===== src/verilog/mips_pkg.sv =====
package mips_pkg;

	// ============================================================
	// Instruction fields
	// ============================================================

	localparam int OP_W    = 6;
	localparam int REG_W   = 5;
	localparam int SHAMT_W = 5;
	localparam int FUNCT_W = 6;
	localparam int IMM_W   = 16;
	localparam int TGT_W   = 26;

	typedef logic [31:0] word_t;
	typedef logic [REG_W-1:0] reg_addr_t;

	// r0 reads as zero and is never written
	localparam reg_addr_t ZERO_REG = 5'd0;
	// jal link target
	localparam reg_addr_t RA_REG   = 5'd31;

	// ============================================================
	// Decode results
	// ============================================================

	typedef enum logic [3:0] {
		KIND_NOP, KIND_ADDU, KIND_SUBU, KIND_ORI,
		KIND_LUI, KIND_LW, KIND_SW, KIND_BEQ,
		KIND_J, KIND_JAL, KIND_JR, KIND_MOVZ,
		KIND_UNKNOWN
	} instr_kind_t;

	// Class picks the datapath behaviour, kind refines it
	typedef enum logic [3:0] {
		CLS_NONE, CLS_CAL_R, CLS_CAL_I, CLS_LOAD, CLS_STORE,
		CLS_BRANCH, CLS_JUMP_I, CLS_JUMP_R, CLS_CMOV
	} instr_class_t;

	// ============================================================
	// Control word fields
	// ============================================================

	typedef enum logic [1:0] {ALU_ADD, ALU_SUB, ALU_OR, ALU_MOVZ} alu_op_t;

	typedef enum logic [1:0] {EXT_ZERO, EXT_SIGN, EXT_UPPER} ext_mode_t;

	typedef enum logic [1:0] {NPC_SEQ, NPC_BEQ, NPC_JUMP, NPC_REG} npc_mode_t;

	// Operand source, youngest ready producer wins
	typedef enum logic [2:0] {
		FWD_ORIG, FWD_M_ALU, FWD_M_LINK, FWD_W, FWD_E_LINK
	} fwd_src_t;

	typedef enum logic [1:0] {WB_ALU, WB_MEM, WB_LINK} wb_sel_t;

endpackage


===== src/verilog/ctrl_if.sv =====
`timescale 1ns/1ps

interface ctrl_if import mips_pkg::*; ();

	// Fetch and decode
	logic pc_en;
	logic d_en;
	logic e_bubble;
	npc_mode_t npc_mode;
	ext_mode_t ext_mode;

	// Execute, memory, writeback
	alu_op_t alu_op;
	logic alu_src;
	logic dm_we;
	logic rf_we;
	reg_addr_t rf_waddr;
	wb_sel_t wb_sel;

	// Forward selects per consumer stage
	fwd_src_t fwd_d1;
	fwd_src_t fwd_d2;
	fwd_src_t fwd_e1;
	fwd_src_t fwd_e2;
	fwd_src_t fwd_m;

	modport ctrl (
		output pc_en, d_en, e_bubble, npc_mode, ext_mode, alu_op, alu_src, dm_we,
		output rf_we, rf_waddr, wb_sel, fwd_d1, fwd_d2, fwd_e1, fwd_e2, fwd_m
	);

	modport dp (
		input pc_en, d_en, e_bubble, npc_mode, ext_mode, alu_op, alu_src, dm_we,
		input rf_we, rf_waddr, wb_sel, fwd_d1, fwd_d2, fwd_e1, fwd_e2, fwd_m
	);

endinterface


===== src/verilog/instr_decode.sv =====
`timescale 1ns/1ps

module instr_decode import mips_pkg::*; (
	input word_t instr,
	output instr_kind_t kind,
	output instr_class_t iclass
);

	localparam logic [OP_W-1:0] OP_SPECIAL = 6'b000000;
	localparam logic [OP_W-1:0] OP_J       = 6'b000010;
	localparam logic [OP_W-1:0] OP_JAL     = 6'b000011;
	localparam logic [OP_W-1:0] OP_BEQ     = 6'b000100;
	localparam logic [OP_W-1:0] OP_ORI     = 6'b001101;
	localparam logic [OP_W-1:0] OP_LUI     = 6'b001111;
	localparam logic [OP_W-1:0] OP_LW      = 6'b100011;
	localparam logic [OP_W-1:0] OP_SW      = 6'b101011;

	localparam logic [FUNCT_W-1:0] FN_JR   = 6'b001000;
	localparam logic [FUNCT_W-1:0] FN_MOVZ = 6'b001010;
	localparam logic [FUNCT_W-1:0] FN_ADDU = 6'b100001;
	localparam logic [FUNCT_W-1:0] FN_SUBU = 6'b100011;

	logic [OP_W-1:0] op;
	logic [FUNCT_W-1:0] funct;
	logic [SHAMT_W-1:0] shamt;
	reg_addr_t rs;
	reg_addr_t rt;
	reg_addr_t rd;
	logic special;

	assign op      = instr[31:26];
	assign rs      = instr[25:21];
	assign rt      = instr[20:16];
	assign rd      = instr[15:11];
	assign shamt   = instr[10:6];
	assign funct   = instr[5:0];
	assign special = (op == OP_SPECIAL) && (shamt == '0);

	// First matching rule wins
	always_comb begin
		if (special && funct == FN_ADDU)
			kind = KIND_ADDU;
		else if (special && funct == FN_SUBU)
			kind = KIND_SUBU;
		else if (op == OP_LUI && rs == ZERO_REG)
			kind = KIND_LUI;
		else if (op == OP_ORI)
			kind = KIND_ORI;
		else if (op == OP_LW)
			kind = KIND_LW;
		else if (op == OP_SW)
			kind = KIND_SW;
		else if (op == OP_BEQ)
			kind = KIND_BEQ;
		else if (op == OP_J)
			kind = KIND_J;
		else if (op == OP_JAL)
			kind = KIND_JAL;
		else if (special && funct == FN_JR && rt == ZERO_REG && rd == ZERO_REG)
			kind = KIND_JR;
		else if (special && funct == FN_MOVZ)
			kind = KIND_MOVZ;
		else if (instr == '0)
			kind = KIND_NOP;
		else
			kind = KIND_UNKNOWN;
	end

	always_comb begin
		case (kind)
			KIND_ADDU, KIND_SUBU: iclass = CLS_CAL_R;
			KIND_ORI, KIND_LUI:   iclass = CLS_CAL_I;
			KIND_LW:              iclass = CLS_LOAD;
			KIND_SW:              iclass = CLS_STORE;
			KIND_BEQ:             iclass = CLS_BRANCH;
			KIND_J, KIND_JAL:     iclass = CLS_JUMP_I;
			KIND_JR:              iclass = CLS_JUMP_R;
			KIND_MOVZ:            iclass = CLS_CMOV;
			default:              iclass = CLS_NONE;
		endcase
	end

endmodule


===== src/verilog/hazard_ctrl.sv =====
`timescale 1ns/1ps

module hazard_ctrl import mips_pkg::*; (
	input logic clk,
	input logic rst,
	input word_t d_instr,
	input word_t d_rt_val,
	ctrl_if.ctrl cw
);

	// Unused operand never causes a stall
	localparam logic [2:0] T_INF = 3'd7;

	word_t e_instr;
	word_t m_instr;
	word_t w_instr;

	instr_kind_t d_kind;
	instr_kind_t e_kind;
	instr_kind_t m_kind;
	instr_kind_t w_kind;
	instr_class_t d_cls;
	instr_class_t e_cls;
	instr_class_t m_cls;
	instr_class_t w_cls;

	reg_addr_t d_reg1;
	reg_addr_t d_reg2;
	reg_addr_t d_regw;
	reg_addr_t e_reg1;
	reg_addr_t e_reg2;
	reg_addr_t e_regw;
	reg_addr_t m_reg2;
	reg_addr_t m_regw;
	reg_addr_t w_regw;

	logic [2:0] t_use1;
	logic [2:0] t_use2;
	logic [2:0] t_new_e;
	logic [2:0] t_new_m;
	logic stall;

	instr_decode u_dec_d (.instr(d_instr), .kind(d_kind), .iclass(d_cls));
	instr_decode u_dec_e (.instr(e_instr), .kind(e_kind), .iclass(e_cls));
	instr_decode u_dec_m (.instr(m_instr), .kind(m_kind), .iclass(m_cls));
	instr_decode u_dec_w (.instr(w_instr), .kind(w_kind), .iclass(w_cls));

	// ============================================================
	// Stage tags
	// ============================================================

	always_comb begin
		d_reg1 = ZERO_REG;
		d_reg2 = ZERO_REG;
		d_regw = ZERO_REG;
		case (d_cls)
			CLS_CAL_R: begin
				d_reg1 = d_instr[25:21];
				d_reg2 = d_instr[20:16];
				d_regw = d_instr[15:11];
			end
			CLS_CAL_I, CLS_LOAD: begin
				d_reg1 = d_instr[25:21];
				d_regw = d_instr[20:16];
			end
			CLS_STORE, CLS_BRANCH: begin
				d_reg1 = d_instr[25:21];
				d_reg2 = d_instr[20:16];
			end
			CLS_JUMP_I: d_regw = (d_kind == KIND_JAL) ? RA_REG : ZERO_REG;
			CLS_JUMP_R: d_reg1 = d_instr[25:21];
			CLS_CMOV: begin
				d_reg1 = d_instr[25:21];
				d_reg2 = d_instr[20:16];
				// movz only writes when rt reads zero
				d_regw = (d_rt_val == '0) ? d_instr[15:11] : ZERO_REG;
			end
			default: ;
		endcase
	end

	always_ff @(posedge clk) begin
		if (rst) begin
			e_instr <= '0;
			m_instr <= '0;
			w_instr <= '0;
			e_reg1  <= ZERO_REG;
			e_reg2  <= ZERO_REG;
			e_regw  <= ZERO_REG;
			m_reg2  <= ZERO_REG;
			m_regw  <= ZERO_REG;
			w_regw  <= ZERO_REG;
		end else begin
			// Bubble turns the execute slot into a nop
			e_instr <= stall ? '0 : d_instr;
			e_reg1  <= stall ? ZERO_REG : d_reg1;
			e_reg2  <= stall ? ZERO_REG : d_reg2;
			e_regw  <= stall ? ZERO_REG : d_regw;
			m_instr <= e_instr;
			m_reg2  <= e_reg2;
			m_regw  <= e_regw;
			w_instr <= m_instr;
			w_regw  <= m_regw;
		end
	end

	// ============================================================
	// Stall
	// ============================================================

	always_comb begin
		case (d_cls)
			CLS_CAL_R, CLS_CAL_I, CLS_LOAD, CLS_STORE: t_use1 = 3'd1;
			CLS_BRANCH, CLS_JUMP_R, CLS_CMOV:          t_use1 = 3'd0;
			default:                                   t_use1 = T_INF;
		endcase
		case (d_cls)
			CLS_STORE:            t_use2 = 3'd2;
			CLS_CAL_R:            t_use2 = 3'd1;
			CLS_BRANCH, CLS_CMOV: t_use2 = 3'd0;
			default:              t_use2 = T_INF;
		endcase
		case (e_cls)
			CLS_LOAD:                      t_new_e = 3'd2;
			CLS_CAL_R, CLS_CAL_I, CLS_CMOV: t_new_e = 3'd1;
			default:                       t_new_e = 3'd0;
		endcase
		t_new_m = (m_cls == CLS_LOAD) ? 3'd1 : 3'd0;
	end

	function automatic logic hit(reg_addr_t r, logic [2:0] t_use);
		return (r != ZERO_REG) &&
			((r == e_regw && t_use < t_new_e) || (r == m_regw && t_use < t_new_m));
	endfunction

	always_comb begin
		stall = hit(d_reg1, t_use1) || hit(d_reg2, t_use2);
	end

	// ============================================================
	// Forwarding
	// ============================================================

	function automatic logic m_alu_ready();
		return m_cls == CLS_CAL_R || m_cls == CLS_CAL_I || m_cls == CLS_CMOV;
	endfunction

	function automatic fwd_src_t fwd_from_mw(reg_addr_t r);
		if (r == ZERO_REG)
			return FWD_ORIG;
		if (r == m_regw && m_cls == CLS_JUMP_I)
			return FWD_M_LINK;
		if (r == m_regw && m_alu_ready())
			return FWD_M_ALU;
		if (r == w_regw)
			return FWD_W;
		return FWD_ORIG;
	endfunction

	always_comb begin
		// jal link in execute is the only value ready there
		if (d_reg1 != ZERO_REG && d_reg1 == e_regw && e_cls == CLS_JUMP_I)
			cw.fwd_d1 = FWD_E_LINK;
		else
			cw.fwd_d1 = fwd_from_mw(d_reg1);
		if (d_reg2 != ZERO_REG && d_reg2 == e_regw && e_cls == CLS_JUMP_I)
			cw.fwd_d2 = FWD_E_LINK;
		else
			cw.fwd_d2 = fwd_from_mw(d_reg2);
		cw.fwd_e1 = fwd_from_mw(e_reg1);
		cw.fwd_e2 = fwd_from_mw(e_reg2);
		cw.fwd_m  = (m_reg2 != ZERO_REG && m_reg2 == w_regw) ? FWD_W : FWD_ORIG;
	end

	// ============================================================
	// Control word
	// ============================================================

	always_comb begin
		cw.pc_en    = !stall;
		cw.d_en     = !stall;
		cw.e_bubble = stall;

		case (d_cls)
			CLS_BRANCH: cw.npc_mode = NPC_BEQ;
			CLS_JUMP_I: cw.npc_mode = NPC_JUMP;
			CLS_JUMP_R: cw.npc_mode = NPC_REG;
			default:    cw.npc_mode = NPC_SEQ;
		endcase
		case (d_kind)
			KIND_ORI: cw.ext_mode = EXT_ZERO;
			KIND_LUI: cw.ext_mode = EXT_UPPER;
			default:  cw.ext_mode = EXT_SIGN;
		endcase

		case (e_kind)
			KIND_SUBU:          cw.alu_op = ALU_SUB;
			KIND_ORI, KIND_LUI: cw.alu_op = ALU_OR;
			KIND_MOVZ:          cw.alu_op = ALU_MOVZ;
			default:            cw.alu_op = ALU_ADD;
		endcase
		cw.alu_src = (e_cls == CLS_CAL_I || e_cls == CLS_LOAD || e_cls == CLS_STORE);

		cw.dm_we = (m_kind == KIND_SW);

		cw.rf_we = (w_cls == CLS_CAL_R || w_cls == CLS_CAL_I || w_cls == CLS_LOAD ||
			w_cls == CLS_JUMP_I || w_cls == CLS_CMOV);
		cw.rf_waddr = w_regw;
		case (w_kind)
			KIND_LW:  cw.wb_sel = WB_MEM;
			KIND_JAL: cw.wb_sel = WB_LINK;
			default:  cw.wb_sel = WB_ALU;
		endcase
	end

endmodule


===== src/verilog/fetch_pc.sv =====
`timescale 1ns/1ps

module fetch_pc import mips_pkg::*; #(
	parameter word_t RESET_PC = '0
) (
	input logic clk,
	input logic rst,
	input logic pc_en,
	input npc_mode_t npc_mode,
	input logic equal,
	input logic [TGT_W-1:0] target,
	input logic [IMM_W-1:0] offset,
	input word_t rs_val,
	output word_t pc
);

	word_t seq_pc;
	word_t br_pc;
	word_t jmp_pc;
	word_t next_pc;

	// pc already points at the delay slot when the branch is in decode
	assign seq_pc = pc + 32'd4;
	assign br_pc  = pc + {{14{offset[IMM_W-1]}}, offset, 2'b00};
	assign jmp_pc = {pc[31:28], target, 2'b00};

	always_comb begin
		case (npc_mode)
			NPC_BEQ:  next_pc = equal ? br_pc : seq_pc;
			NPC_JUMP: next_pc = jmp_pc;
			NPC_REG:  next_pc = rs_val;
			default:  next_pc = seq_pc;
		endcase
	end

	always_ff @(posedge clk) begin
		if (rst)
			pc <= RESET_PC;
		else if (pc_en)
			pc <= next_pc;
	end

endmodule


===== src/verilog/reg_file.sv =====
`timescale 1ns/1ps

module reg_file import mips_pkg::*; (
	input logic clk,
	input logic rst,
	input reg_addr_t raddr1,
	input reg_addr_t raddr2,
	output word_t rdata1,
	output word_t rdata2,
	input logic we,
	input reg_addr_t waddr,
	input word_t wdata
);

	word_t regs [1:31];

	always_ff @(posedge clk) begin
		if (rst) begin
			for (int i = 1; i < 32; i++)
				regs[i] <= '0;
		end else if (we && waddr != ZERO_REG) begin
			regs[waddr] <= wdata;
		end
	end

	// Same-cycle write shows through on the read ports
	assign rdata1 = (raddr1 == ZERO_REG) ? '0 :
		(we && waddr == raddr1) ? wdata : regs[raddr1];
	assign rdata2 = (raddr2 == ZERO_REG) ? '0 :
		(we && waddr == raddr2) ? wdata : regs[raddr2];

endmodule


===== src/verilog/alu.sv =====
`timescale 1ns/1ps

module alu import mips_pkg::*; (
	input alu_op_t op,
	input word_t a,
	input word_t b,
	output word_t y
);

	always_comb begin
		case (op)
			ALU_ADD:
				y = a + b;
			ALU_SUB:
				y = a - b;
			// lui arrives here as zero or upper immediate
			ALU_OR:
				y = a | b;
			// movz moves rs, the write itself is decided in decode
			ALU_MOVZ:
				y = a;
			default:
				y = a + b;
		endcase
	end

endmodule


===== src/verilog/mips_core.sv =====
`timescale 1ns/1ps

module mips_core import mips_pkg::*; #(
	parameter word_t RESET_PC = '0
) (
	input logic clk,
	input logic rst,
	output word_t imem_addr,
	input word_t imem_data,
	output word_t dmem_addr,
	output word_t dmem_wdata,
	output logic dmem_we,
	input word_t dmem_rdata
);

	ctrl_if cw ();

	word_t pc;
	word_t d_instr;
	word_t d_pc;
	word_t rf_rd1;
	word_t rf_rd2;
	word_t d_rs_val;
	word_t d_rt_val;
	word_t d_imm;
	word_t d_link;
	logic d_equal;

	word_t e_rs;
	word_t e_rt;
	word_t e_imm;
	word_t e_link;
	word_t e_a;
	word_t e_rt_fwd;
	word_t e_b;
	word_t e_alu;

	word_t m_alu;
	word_t m_rt;
	word_t m_link;

	word_t w_alu;
	word_t w_mem;
	word_t w_link;
	word_t w_data;

	function automatic word_t fwd_mux(fwd_src_t sel, word_t orig, word_t e_lnk,
			word_t m_res, word_t m_lnk, word_t w_res);
		case (sel)
			FWD_E_LINK: return e_lnk;
			FWD_M_ALU:  return m_res;
			FWD_M_LINK: return m_lnk;
			FWD_W:      return w_res;
			default:    return orig;
		endcase
	endfunction

	hazard_ctrl u_ctrl (
		.clk(clk),
		.rst(rst),
		.d_instr(d_instr),
		.d_rt_val(d_rt_val),
		.cw(cw.ctrl)
	);

	// ============================================================
	// Fetch and decode
	// ============================================================

	fetch_pc #(.RESET_PC(RESET_PC)) u_pc (
		.clk(clk),
		.rst(rst),
		.pc_en(cw.pc_en),
		.npc_mode(cw.npc_mode),
		.equal(d_equal),
		.target(d_instr[TGT_W-1:0]),
		.offset(d_instr[IMM_W-1:0]),
		.rs_val(d_rs_val),
		.pc(pc)
	);

	assign imem_addr = pc;

	always_ff @(posedge clk) begin
		if (rst)
			d_instr <= '0;
		else if (cw.d_en)
			d_instr <= imem_data;
	end

	always_ff @(posedge clk) begin
		if (cw.d_en)
			d_pc <= pc;
	end

	reg_file u_rf (
		.clk(clk),
		.rst(rst),
		.raddr1(d_instr[25:21]),
		.raddr2(d_instr[20:16]),
		.rdata1(rf_rd1),
		.rdata2(rf_rd2),
		.we(cw.rf_we),
		.waddr(cw.rf_waddr),
		.wdata(w_data)
	);

	assign d_rs_val = fwd_mux(cw.fwd_d1, rf_rd1, e_link, m_alu, m_link, w_data);
	assign d_rt_val = fwd_mux(cw.fwd_d2, rf_rd2, e_link, m_alu, m_link, w_data);
	assign d_equal  = (d_rs_val == d_rt_val);
	// Return address skips the delay slot
	assign d_link   = d_pc + 32'd8;

	always_comb begin
		case (cw.ext_mode)
			EXT_ZERO:  d_imm = {16'b0, d_instr[IMM_W-1:0]};
			EXT_UPPER: d_imm = {d_instr[IMM_W-1:0], 16'b0};
			default:   d_imm = {{16{d_instr[IMM_W-1]}}, d_instr[IMM_W-1:0]};
		endcase
	end

	// ============================================================
	// Execute
	// ============================================================

	// Bubble slot carries no data, so the registers simply hold
	always_ff @(posedge clk) begin
		if (!cw.e_bubble) begin
			e_rs   <= d_rs_val;
			e_rt   <= d_rt_val;
			e_imm  <= d_imm;
			e_link <= d_link;
		end
	end

	assign e_a      = fwd_mux(cw.fwd_e1, e_rs, e_link, m_alu, m_link, w_data);
	assign e_rt_fwd = fwd_mux(cw.fwd_e2, e_rt, e_link, m_alu, m_link, w_data);
	assign e_b      = cw.alu_src ? e_imm : e_rt_fwd;

	alu u_alu (
		.op(cw.alu_op),
		.a(e_a),
		.b(e_b),
		.y(e_alu)
	);

	// ============================================================
	// Memory and writeback
	// ============================================================

	always_ff @(posedge clk) begin
		m_alu  <= e_alu;
		m_rt   <= e_rt_fwd;
		m_link <= e_link;
	end

	assign dmem_addr  = m_alu;
	assign dmem_wdata = fwd_mux(cw.fwd_m, m_rt, e_link, m_alu, m_link, w_data);
	assign dmem_we    = cw.dm_we;

	always_ff @(posedge clk) begin
		w_alu  <= m_alu;
		w_mem  <= dmem_rdata;
		w_link <= m_link;
	end

	always_comb begin
		case (cw.wb_sel)
			WB_MEM:  w_data = w_mem;
			WB_LINK: w_data = w_link;
			default: w_data = w_alu;
		endcase
	end

endmodule


===== config.mk =====
export PLATFORM = sky130hd
export DESIGN_NAME = mips_core
export DESIGN_NICKNAME = d
export VERILOG_FILES = /design/src/verilog/mips_pkg.sv /design/src/verilog/ctrl_if.sv /design/src/verilog/instr_decode.sv /design/src/verilog/hazard_ctrl.sv /design/src/verilog/fetch_pc.sv /design/src/verilog/reg_file.sv /design/src/verilog/alu.sv /design/src/verilog/mips_core.sv
export SDC_FILE = /design/constraint.sdc
export NUM_CORES = 2
export LEC_CHECK = 0
export ABC_CLOCK_PERIOD_IN_PS = 38800
export BUFFER_PORTS_ARGS = -buffer_cell sky130_fd_sc_hd__buf_2
export CORE_UTILIZATION = 31
export CTS_CLUSTER_DIAMETER = 200
export DETAILED_ROUTE_END_ITERATION = 8
export SETUP_SLACK_MARGIN = 0.1
export SLEW_MARGIN = 20
export SYNTH_ARGS = -nofsm -noshare
export SYNTH_HDL_FRONTEND = slang
export SYNTH_SLANG_ARGS = --single-unit

===== constraint.sdc =====
create_clock -name clk -period 38.8 [get_ports clk]
set_input_delay 3.88 -clock clk [delete_from_list [all_inputs] [get_ports clk]]
set_output_delay 3.88 -clock clk [all_outputs]
set_load 0.005 [all_outputs]

=== After elaboration in Yosys (flattened, before gate mapping) ===
Memories as Yosys holds them, arrays and structs flattened. A register that Yosys moved wholly into a read port is not among the register bits.
Cells that the tools add are included.

* Memories: 5
* Output and inout port bits: 97
* Logic and storage cells: 443
* Register bits: 542
* RAM bits: 992
* Memory bits (read-only): 256

{| class="wikitable"
|+ Memories
! memory !! words !! bits a word !! read ports !! clocked after Yosys merged registers in !! write ports !! line !! RTL
|-
| u_rf.regs || 31 || 32 || 2 || 2 || 31 || reg_file.sv:15 || <nowiki>word_t regs [1:31];</nowiki>
|-
| (no name shown) || 16 || 4 || 1 || 0 || 0 || instr_decode.sv:70 || <nowiki>case (kind)</nowiki>
|-
| (no name shown) || 16 || 4 || 1 || 0 || 0 || instr_decode.sv:70 ||
|-
| (no name shown) || 16 || 4 || 1 || 0 || 0 || instr_decode.sv:70 ||
|-
| (no name shown) || 16 || 4 || 1 || 0 || 0 || instr_decode.sv:70 ||
|}

* Reduce and logical (&&, ||, !) cells: 111
* Mux-type cells: 171
* Bitwise operators: 3
* $add $sub $neg: 5
* Eq/ne operators: 121
* $lt $le $gt $ge: 4

{| class="wikitable"
|+ Operator list
! kind !! number
|-
| $pmux 32 s4 || 6
|-
| $mux 32 || 7
|-
| $mux 4 || 48
|-
| $logic_not 32->1 || 5
|-
| $pmux 32 s2 || 2
|-
| $mux 3 || 34
|-
| $logic_not 5->1 || 20
|-
| $eq 6x4->1 const B || 16
|-
| $eq 6x6->1 const B || 16
|-
| $pmux 32 s3 || 1
|-
| $eq 5x5->1 || 13
|-
| $add 32x32->32 || 2
|-
| $mux 1 || 55
|-
| $logic_and 1x1->1 || 54
|-
| $eq 4x3->1 const B || 12
|-
| $eq 6x2->1 const B || 8
|-
| $mux 5 || 9
|-
| $eq 4x2->1 const B || 11
|-
| $add 32x3->32 const B || 1
|-
| $add 32x4->32 const B || 1
|-
| $eq 32x32->1 || 1
|-
| $or 32x32->32 || 1
|-
| $reduce_or 32->1 || 1
|-
| $sub 32x32->32 || 1
|-
| other kinds (26) || 90
|}

=== Logic depth before layout (Yosys ltp) ===
An unclocked memory read counts as a cell.

* Word-level depth: 42
* Mapped depth: 44
* Depth with buffers taken out: 38

=== Cells and area by module ===
From an unflattened synthesis, not the netlist that was laid out.

* Cells, all modules: 7666
* Area, all modules: 88283.4 um^2

{| class="wikitable"
|+ By module, submodules not included
! module !! cells each !! area an instance (um^2) !! seq. area each (um^2) !! instances
|-
| reg_file || 3764 || 54863.9 || 30749.5 || 1
|-
| mips_core || 1959 || 18471.5 || 9288.9 || 1
|-
| hazard_ctrl || 597 || 5521.5 || 2522.4 || 1
|-
| fetch_pc || 612 || 4406.7 || 640.6 || 1
|-
| alu || 463 || 3066.7 || 0.0 || 1
|-
| instr_decode at u_ctrl.u_dec_e ... || 68 || 494.2 || 0.0 || 3
|-
| instr_decode at u_ctrl.u_dec_d || 67 || 470.5 || 0.0 || 1
|}

=== Least setup slack after synthesis ===
Ideal clock, no wire load.

* Kind: reg2reg
* From: register d_instr[15]
* To: register u_pc.pc[17]
* Arrival time: 17.518 ns
* Stages on the path, launching flop included: 19
* Setup slack: 21.164 ns
* Data required time: 38.682 ns
* Cell sequence: dfxtp_1 > or4_1 > nor4_1 > nor4b_1 > a2111oi_1 > inv_1 > ha_1 > nor2b_1 > a221o_2 > a32oi_2 > o211ai_2 > o211a_1 > clkbuf_1 > and2_1 > nor3_1 > nand2_1 > a221o_1 > nand2_1 > o21ai_1

* Longest elaborated chain between the ends: 33

{| class="wikitable"
|+ RTL lines
! element !! line !! RTL
|-
| start: declaration || mips_core.sv:19 || <nowiki>word_t d_instr;</nowiki>
|-
| start signal: assignment || mips_core.sv:88 || <nowiki>d_instr <= imem_data;</nowiki>
|-
| $logic_not 32->1 || instr_decode.sv:63 || <nowiki>else if (instr == '0)</nowiki>
|-
| $mux 4 || instr_decode.sv:63 ||
|-
| $mux 4 || instr_decode.sv:61 || <nowiki>else if (special && funct == FN_MOVZ)</nowiki>
|-
| $mux 4 || instr_decode.sv:59 || <nowiki>else if (special && funct == FN_JR && rt == ZERO_REG && rd == ZERO_REG)</nowiki>
|-
| $mux 4 || instr_decode.sv:57 || <nowiki>else if (op == OP_JAL)</nowiki>
|-
| $mux 4 || instr_decode.sv:55 || <nowiki>else if (op == OP_J)</nowiki>
|-
| $mux 4 || instr_decode.sv:53 || <nowiki>else if (op == OP_BEQ)</nowiki>
|-
| $mux 4 || instr_decode.sv:51 || <nowiki>else if (op == OP_SW)</nowiki>
|-
| (+17 left out) || -- ||
|-
| $mux 3 || hazard_ctrl.sv:153 || <nowiki>if (r == m_regw && m_alu_ready())</nowiki>
|-
| $mux 3 || hazard_ctrl.sv:151 || <nowiki>if (r == m_regw && m_cls == CLS_JUMP_I)</nowiki>
|-
| $mux 3, on equally long branches || hazard_ctrl.sv:162, hazard_ctrl.sv:166 ||
|-
| $eq 3x2->1, or another cell as far along || mips_core.sv:49 || <nowiki>case (sel)</nowiki>
|-
| $pmux 32 s4 || mips_core.sv:49 ||
|-
| $eq 32x32->1 || mips_core.sv:110 || <nowiki>assign d_equal = (d_rs_val == d_rt_val);</nowiki>
|-
| $mux 32 || fetch_pc.sv:29 || <nowiki>NPC_BEQ: next_pc = equal ? br_pc : seq_pc;</nowiki>
|-
| $pmux 32 s3 || fetch_pc.sv:28 || <nowiki>case (npc_mode)</nowiki>
|-
| end signal: assignment || fetch_pc.sv:40 || <nowiki>pc <= next_pc;</nowiki>
|-
| end: declaration || fetch_pc.sv:14 || <nowiki>output word_t pc</nowiki>
|}

Parallel ways exist; a longest one is shown, timed or not. The select of a mux whose other input is x is not followed.
A chain may end at the register's enable or synchronous reset.

=== Final worst setup path ===
* From: register u_ctrl.m_instr[7]
* To: register m_alu[31], in the netlist dmem_addr[31]

* Longest elaborated chain between the ends: 31

{| class="wikitable"
|+ RTL lines
! element !! line !! RTL
|-
| start: declaration || hazard_ctrl.sv:15 || <nowiki>word_t m_instr;</nowiki>
|-
| start signal: assignment || hazard_ctrl.sv:99 || <nowiki>m_instr <= e_instr;</nowiki>
|-
| parallel branches: the longest is 14 deep, another holds $logic_not 32->1 || -- ||
|-
| $mux 4 (*) || instr_decode.sv:41 || <nowiki>if (special && funct == FN_ADDU)</nowiki>
|-
| $mem_v2 16x4 (*) || -- ||
|-
| $eq 4x1->1 or $eq 4x2->1 (tied branches) || hazard_ctrl.sv:145 || <nowiki>return m_cls == CLS_CAL_R || m_cls == CLS_CAL_I || m_cls == CLS_CMOV;</nowiki>
|-
| $logic_or 1x1->1 (2 in series) || hazard_ctrl.sv:145 ||
|-
| $logic_and 1x1->1 || hazard_ctrl.sv:153 ||
|-
| $mux 3 or $mux 1 (tied branches) || hazard_ctrl.sv:153 ||
|-
| $mux 3 or $mux 1 (tied branches) || hazard_ctrl.sv:155, hazard_ctrl.sv:153 ||
|-
| (+3 left out) || -- ||
|-
| $mux 3 (*) || hazard_ctrl.sv:151 ||
|-
| $eq 3x2->1, or another cell as far along || mips_core.sv:49 ||
|-
| $pmux 32 s4 (*) || mips_core.sv:49 ||
|-
| named net e_rt_fwd[2] || mips_core.sv:34 || <nowiki>word_t e_rt_fwd;</nowiki>
|-
| $mux 32 (*) || mips_core.sv:138 || <nowiki>assign e_b = cw.alu_src ? e_imm : e_rt_fwd;</nowiki>
|-
| $sub 32x32->32 or $add 32x32->32 (tied branches) || -- ||
|-
| $pmux 32 s4 (*) || alu.sv:11 || <nowiki>case (op)</nowiki>
|-
| named net e_alu[31] || mips_core.sv:36 || <nowiki>word_t e_alu;</nowiki>
|-
| end signal: assignment || mips_core.sv:152 || <nowiki>m_alu <= e_alu;</nowiki>
|-
| end: declaration || mips_core.sv:38 || <nowiki>word_t m_alu;</nowiki>
|}

Mark *: on every way through the listed nets, which the timed path passes. The select of a mux whose other input is x is not followed.

==> impl_metrics.yaml <==
finish:
  fill_cells: 25400
  multi_input_area_sq_um: 36700
  syn2layout_area_growth_pct: 13.1
  final_area_sq_um: 93100
  layout-drive-gt1-share_pct: 21.6
  nets: 6803
  regArea_sq_um: 43400
cts:
  h-tree-depth: 4
  clock_sinks: 1576
  cts_tree: "done"
  root_buffer: "clkbuf_16"
  clkLatencyLatePin_ps: 880
  cts.hold.buffers_added: 0
  cts.clk_slew.worst_paths_ps: 60
  cts_setup_buffers: 0
  clock_path_buffers: 3
  post_cts_resize_count: 0
  cts_buffers: 173
routing:
  final_antenna_net_count: 0
  detail_route.drc_violations: 0
  wirelength_microns: 322000
  via_per_inst: 5.89
  firstDrtPassIters: 8
  drt_iter0_markers: 8760
  num_vias: 60800
  wire_per_inst_microns: 31.2
timing:
  finClkSkew_ps: 79.2
  slew_headroom_pct: 17.5
  finalCritPeriodShare_pct: 26.8
  period_needed_ps: 10410
  final-hold-violation-count: 0
  worst_slew_pin_slew_ps: 1240
  slew_viol_final: 0
  finalSetupViolations: 0
  finalWorstSetupSlack_ps: 28390
  rsz0062_at_grt: "false"
  max_freq_ghz: 0.0961
  setup_tns_ps: 0
floorplanning:
  start_util_pct: 31.3
  dieArea_sq_um: 268000
  io_pins: 163
  core-area_sq_um: 263000
  fp.dieW_microns: 517
  rows: 188
  die_h_microns: 517
setup_path:
  worst-path-buf-inv: 2
  cp.required_ps: 39580
  worstPathArrival_ps: 11180
  cp_max_fo: 24
  crit_path_max_incr_delay_ps: 720
  crit_type: "flop to flop"
  cp-start-kind: "flop"
  end_kind: "flop"
  cpMostUsedCell: "a21o_1"
  cp_slowest_cell: "nor4b_1"
  crit_family: "compound AO/OA/AOI/OAI gates"
power:
  total_power_mw: 5.21
  leakagePower_nw: 33.8
  pwr_density_cell_nw_per_um2: 56.0
  peakVddDrop_mv: 0.0523
synth:
  yosys_warnings: 0
  synthArstFlopShare_pct: 0
  syn-mean-instance-area_sq_um: 12.4
  synth-edff-count: 1184
  ys_seq_area_share_pct: 52.7
  syn_area_sq_um: 82400
  yosysUniqueCellTypes: 109
  ys_ff_latch: 1576
  synth_top_flop_cell: "edfxtp_1"
  synthCells: 6656
placement:
  gp_congestion: 0.982
  placed_area_sq_um: 87500
  dp_hpwl_microns: 215000
  io_buffers: 162
  dp_slack_ps: 28640
grt:
  gr-total-overflow: 0
  gr-usage-all-layers_pct: 23.5
  grt_max_degree: 161
  antenna_found_initial: 12
  grt_pass1_wl_microns: 446000
  grt_pass1_vias: 58300
hold_path:
  hold_class: "flop to flop"
run:
  maxCapViolCount: 0
status:
  outcome: "finished clean"
logic make-up (layout without fill, tap and decap cells):
logic type	count (synthesis)	count (layout)	synth area share (%)
AND/OR/NAND/NOR	2280	2280	12.4
flip-flops	1576	1576	52.7
AO/OA/AOI/OAI	997	997	8.42
multiplexers	806	806	19.7
buffers and inverters	704	818	3.30
XOR/XNOR	210	210	2.23
adder cells (fa/ha/maj)	82	82	1.26
other	1	35	0.00455
per-layer routing:
metal	wire, microns	vias up	track usage [%]	share of wire [%]
li1	-	25100	-	-
met1	120000	31100	29.8	37
met2	152000	3820	38.4	47
met3	32300	672	4.49	10
met4	17100	4	11.2	5.3
met5	27	-	0	0.0084
power by group:
group | total (mW) | internal, mW | switching, mW | leakage [nW]
sequential | 2.17 | 1.98 | 0.195 | 15.7
combinational | 1.39 | 0.454 | 0.939 | 15.4
clock | 1.65 | 0.907 | 0.739 | 2.70
total | 5.21 | 3.34 | 1.87 | 33.8
through the flow:
| step | hold WS, ps | cells | utilization (%) |
|---|---|---|---|
| finish | 408 | 10300 | 35.4 |
| floorplan | 362 | 6687 | - |
| global route | 419 | 10300 | 35.4 |
| CTS | 405 | 10300 | 35.3 |
| detailed placement | 392 | 9993 | 33.2 |
| global placement | 385 | 9993 | 33.2 |
area by class of cell:
type                            count  area share, %
Sequential cell                  1576           46.6
Inverter                          121          0.488
Tap cell                         3515           4.72
Timing Repair Buffer              376           2.71
Antenna cell                        3        0.00806
Clock inverter                    104           1.06
Clock buffer                      217           4.93
Multi-Input combinational cell   4407           39.4
path summary, 6_finish.rpt:
kind                                              startpoint                    end  slack [ps]  depth (start not counted)
worst max-delay path            u_ctrl.m_instr[7]$_SDFF_PP0_  dmem_addr[31]$_DFF_P_       28390                         33
worst min-delay path                     e_link[4]$_DFFE_PN_      m_link[4]$_DFF_P_         410                          0
worst max register to register  u_ctrl.m_instr[7]$_SDFF_PP0_  dmem_addr[31]$_DFF_P_       28390                         33
worst min register to register           e_link[4]$_DFFE_PN_      m_link[4]$_DFF_P_         410                          0
synth_stat cells, types with 38 or more instances:
| cell | count | area [sq um] |
|---|---|---|
| clkbuf_1 | 466 | 1750 |
| mux2_2 | 56 | 631 |
| nor4_1 | 38 | 238 |
| buf_1 | 90 | 338 |
| a31oi_1 | 47 | 294 |
| nor3_1 | 83 | 415 |
| o21ai_0 | 140 | 701 |
| a22oi_1 | 66 | 495 |
| inv_1 | 121 | 454 |
| o21a_1 | 49 | 368 |
| xnor2_1 | 113 | 990 |
| a21o_1 | 42 | 315 |
| xor2_1 | 97 | 850 |
| ha_1 | 80 | 1000 |
| dfxtp_1 | 392 | 7850 |
| and2_1 | 76 | 475 |
| and3_1 | 55 | 344 |
| a21oi_1 | 232 | 1160 |
| a211oi_1 | 50 | 375 |
| nor2b_1 | 97 | 607 |
| mux2i_1 | 103 | 1030 |
| nand3_1 | 134 | 671 |
| edfxtp_1 | 1184 | 35600 |
| nand2_1 | 332 | 1250 |
| nor2_1 | 1269 | 4760 |
| mux4_2 | 644 | 14500 |
| nand2b_1 | 52 | 325 |
flip-flops by register name, summed over array words and instances (netlist names), 32 cells and up, named ones only:
register        count
dmem_addr          32
e_link             32
e_imm              32
u_ctrl.w_instr     32
e_rt               32
u_ctrl.m_instr     32
w_mem              32
w_alu              32
d_pc               32
e_rs               32
u_pc.pc            32
u_rf.regs        1024
w_link             32
m_rt               32
u_ctrl.e_instr     32
d_instr            32
m_link             32
layout by cell type (no fill, tap or decap), drive strengths merged, types with 130 or more instances in the layout:
cell | Yosys | layout
edfxtp | 1184 | 1184
mux4 | 644 | 644
nand2 | 332 | 332
clkbuf | 466 | 217
nand3 | 134 | 134
a21oi | 233 | 233
nor2 | 1270 | 1270
o21ai | 156 | 156
inv | 121 | 130
buf | 117 | 376
dfxtp | 392 | 392
Power figures use the tool's default switching activity.
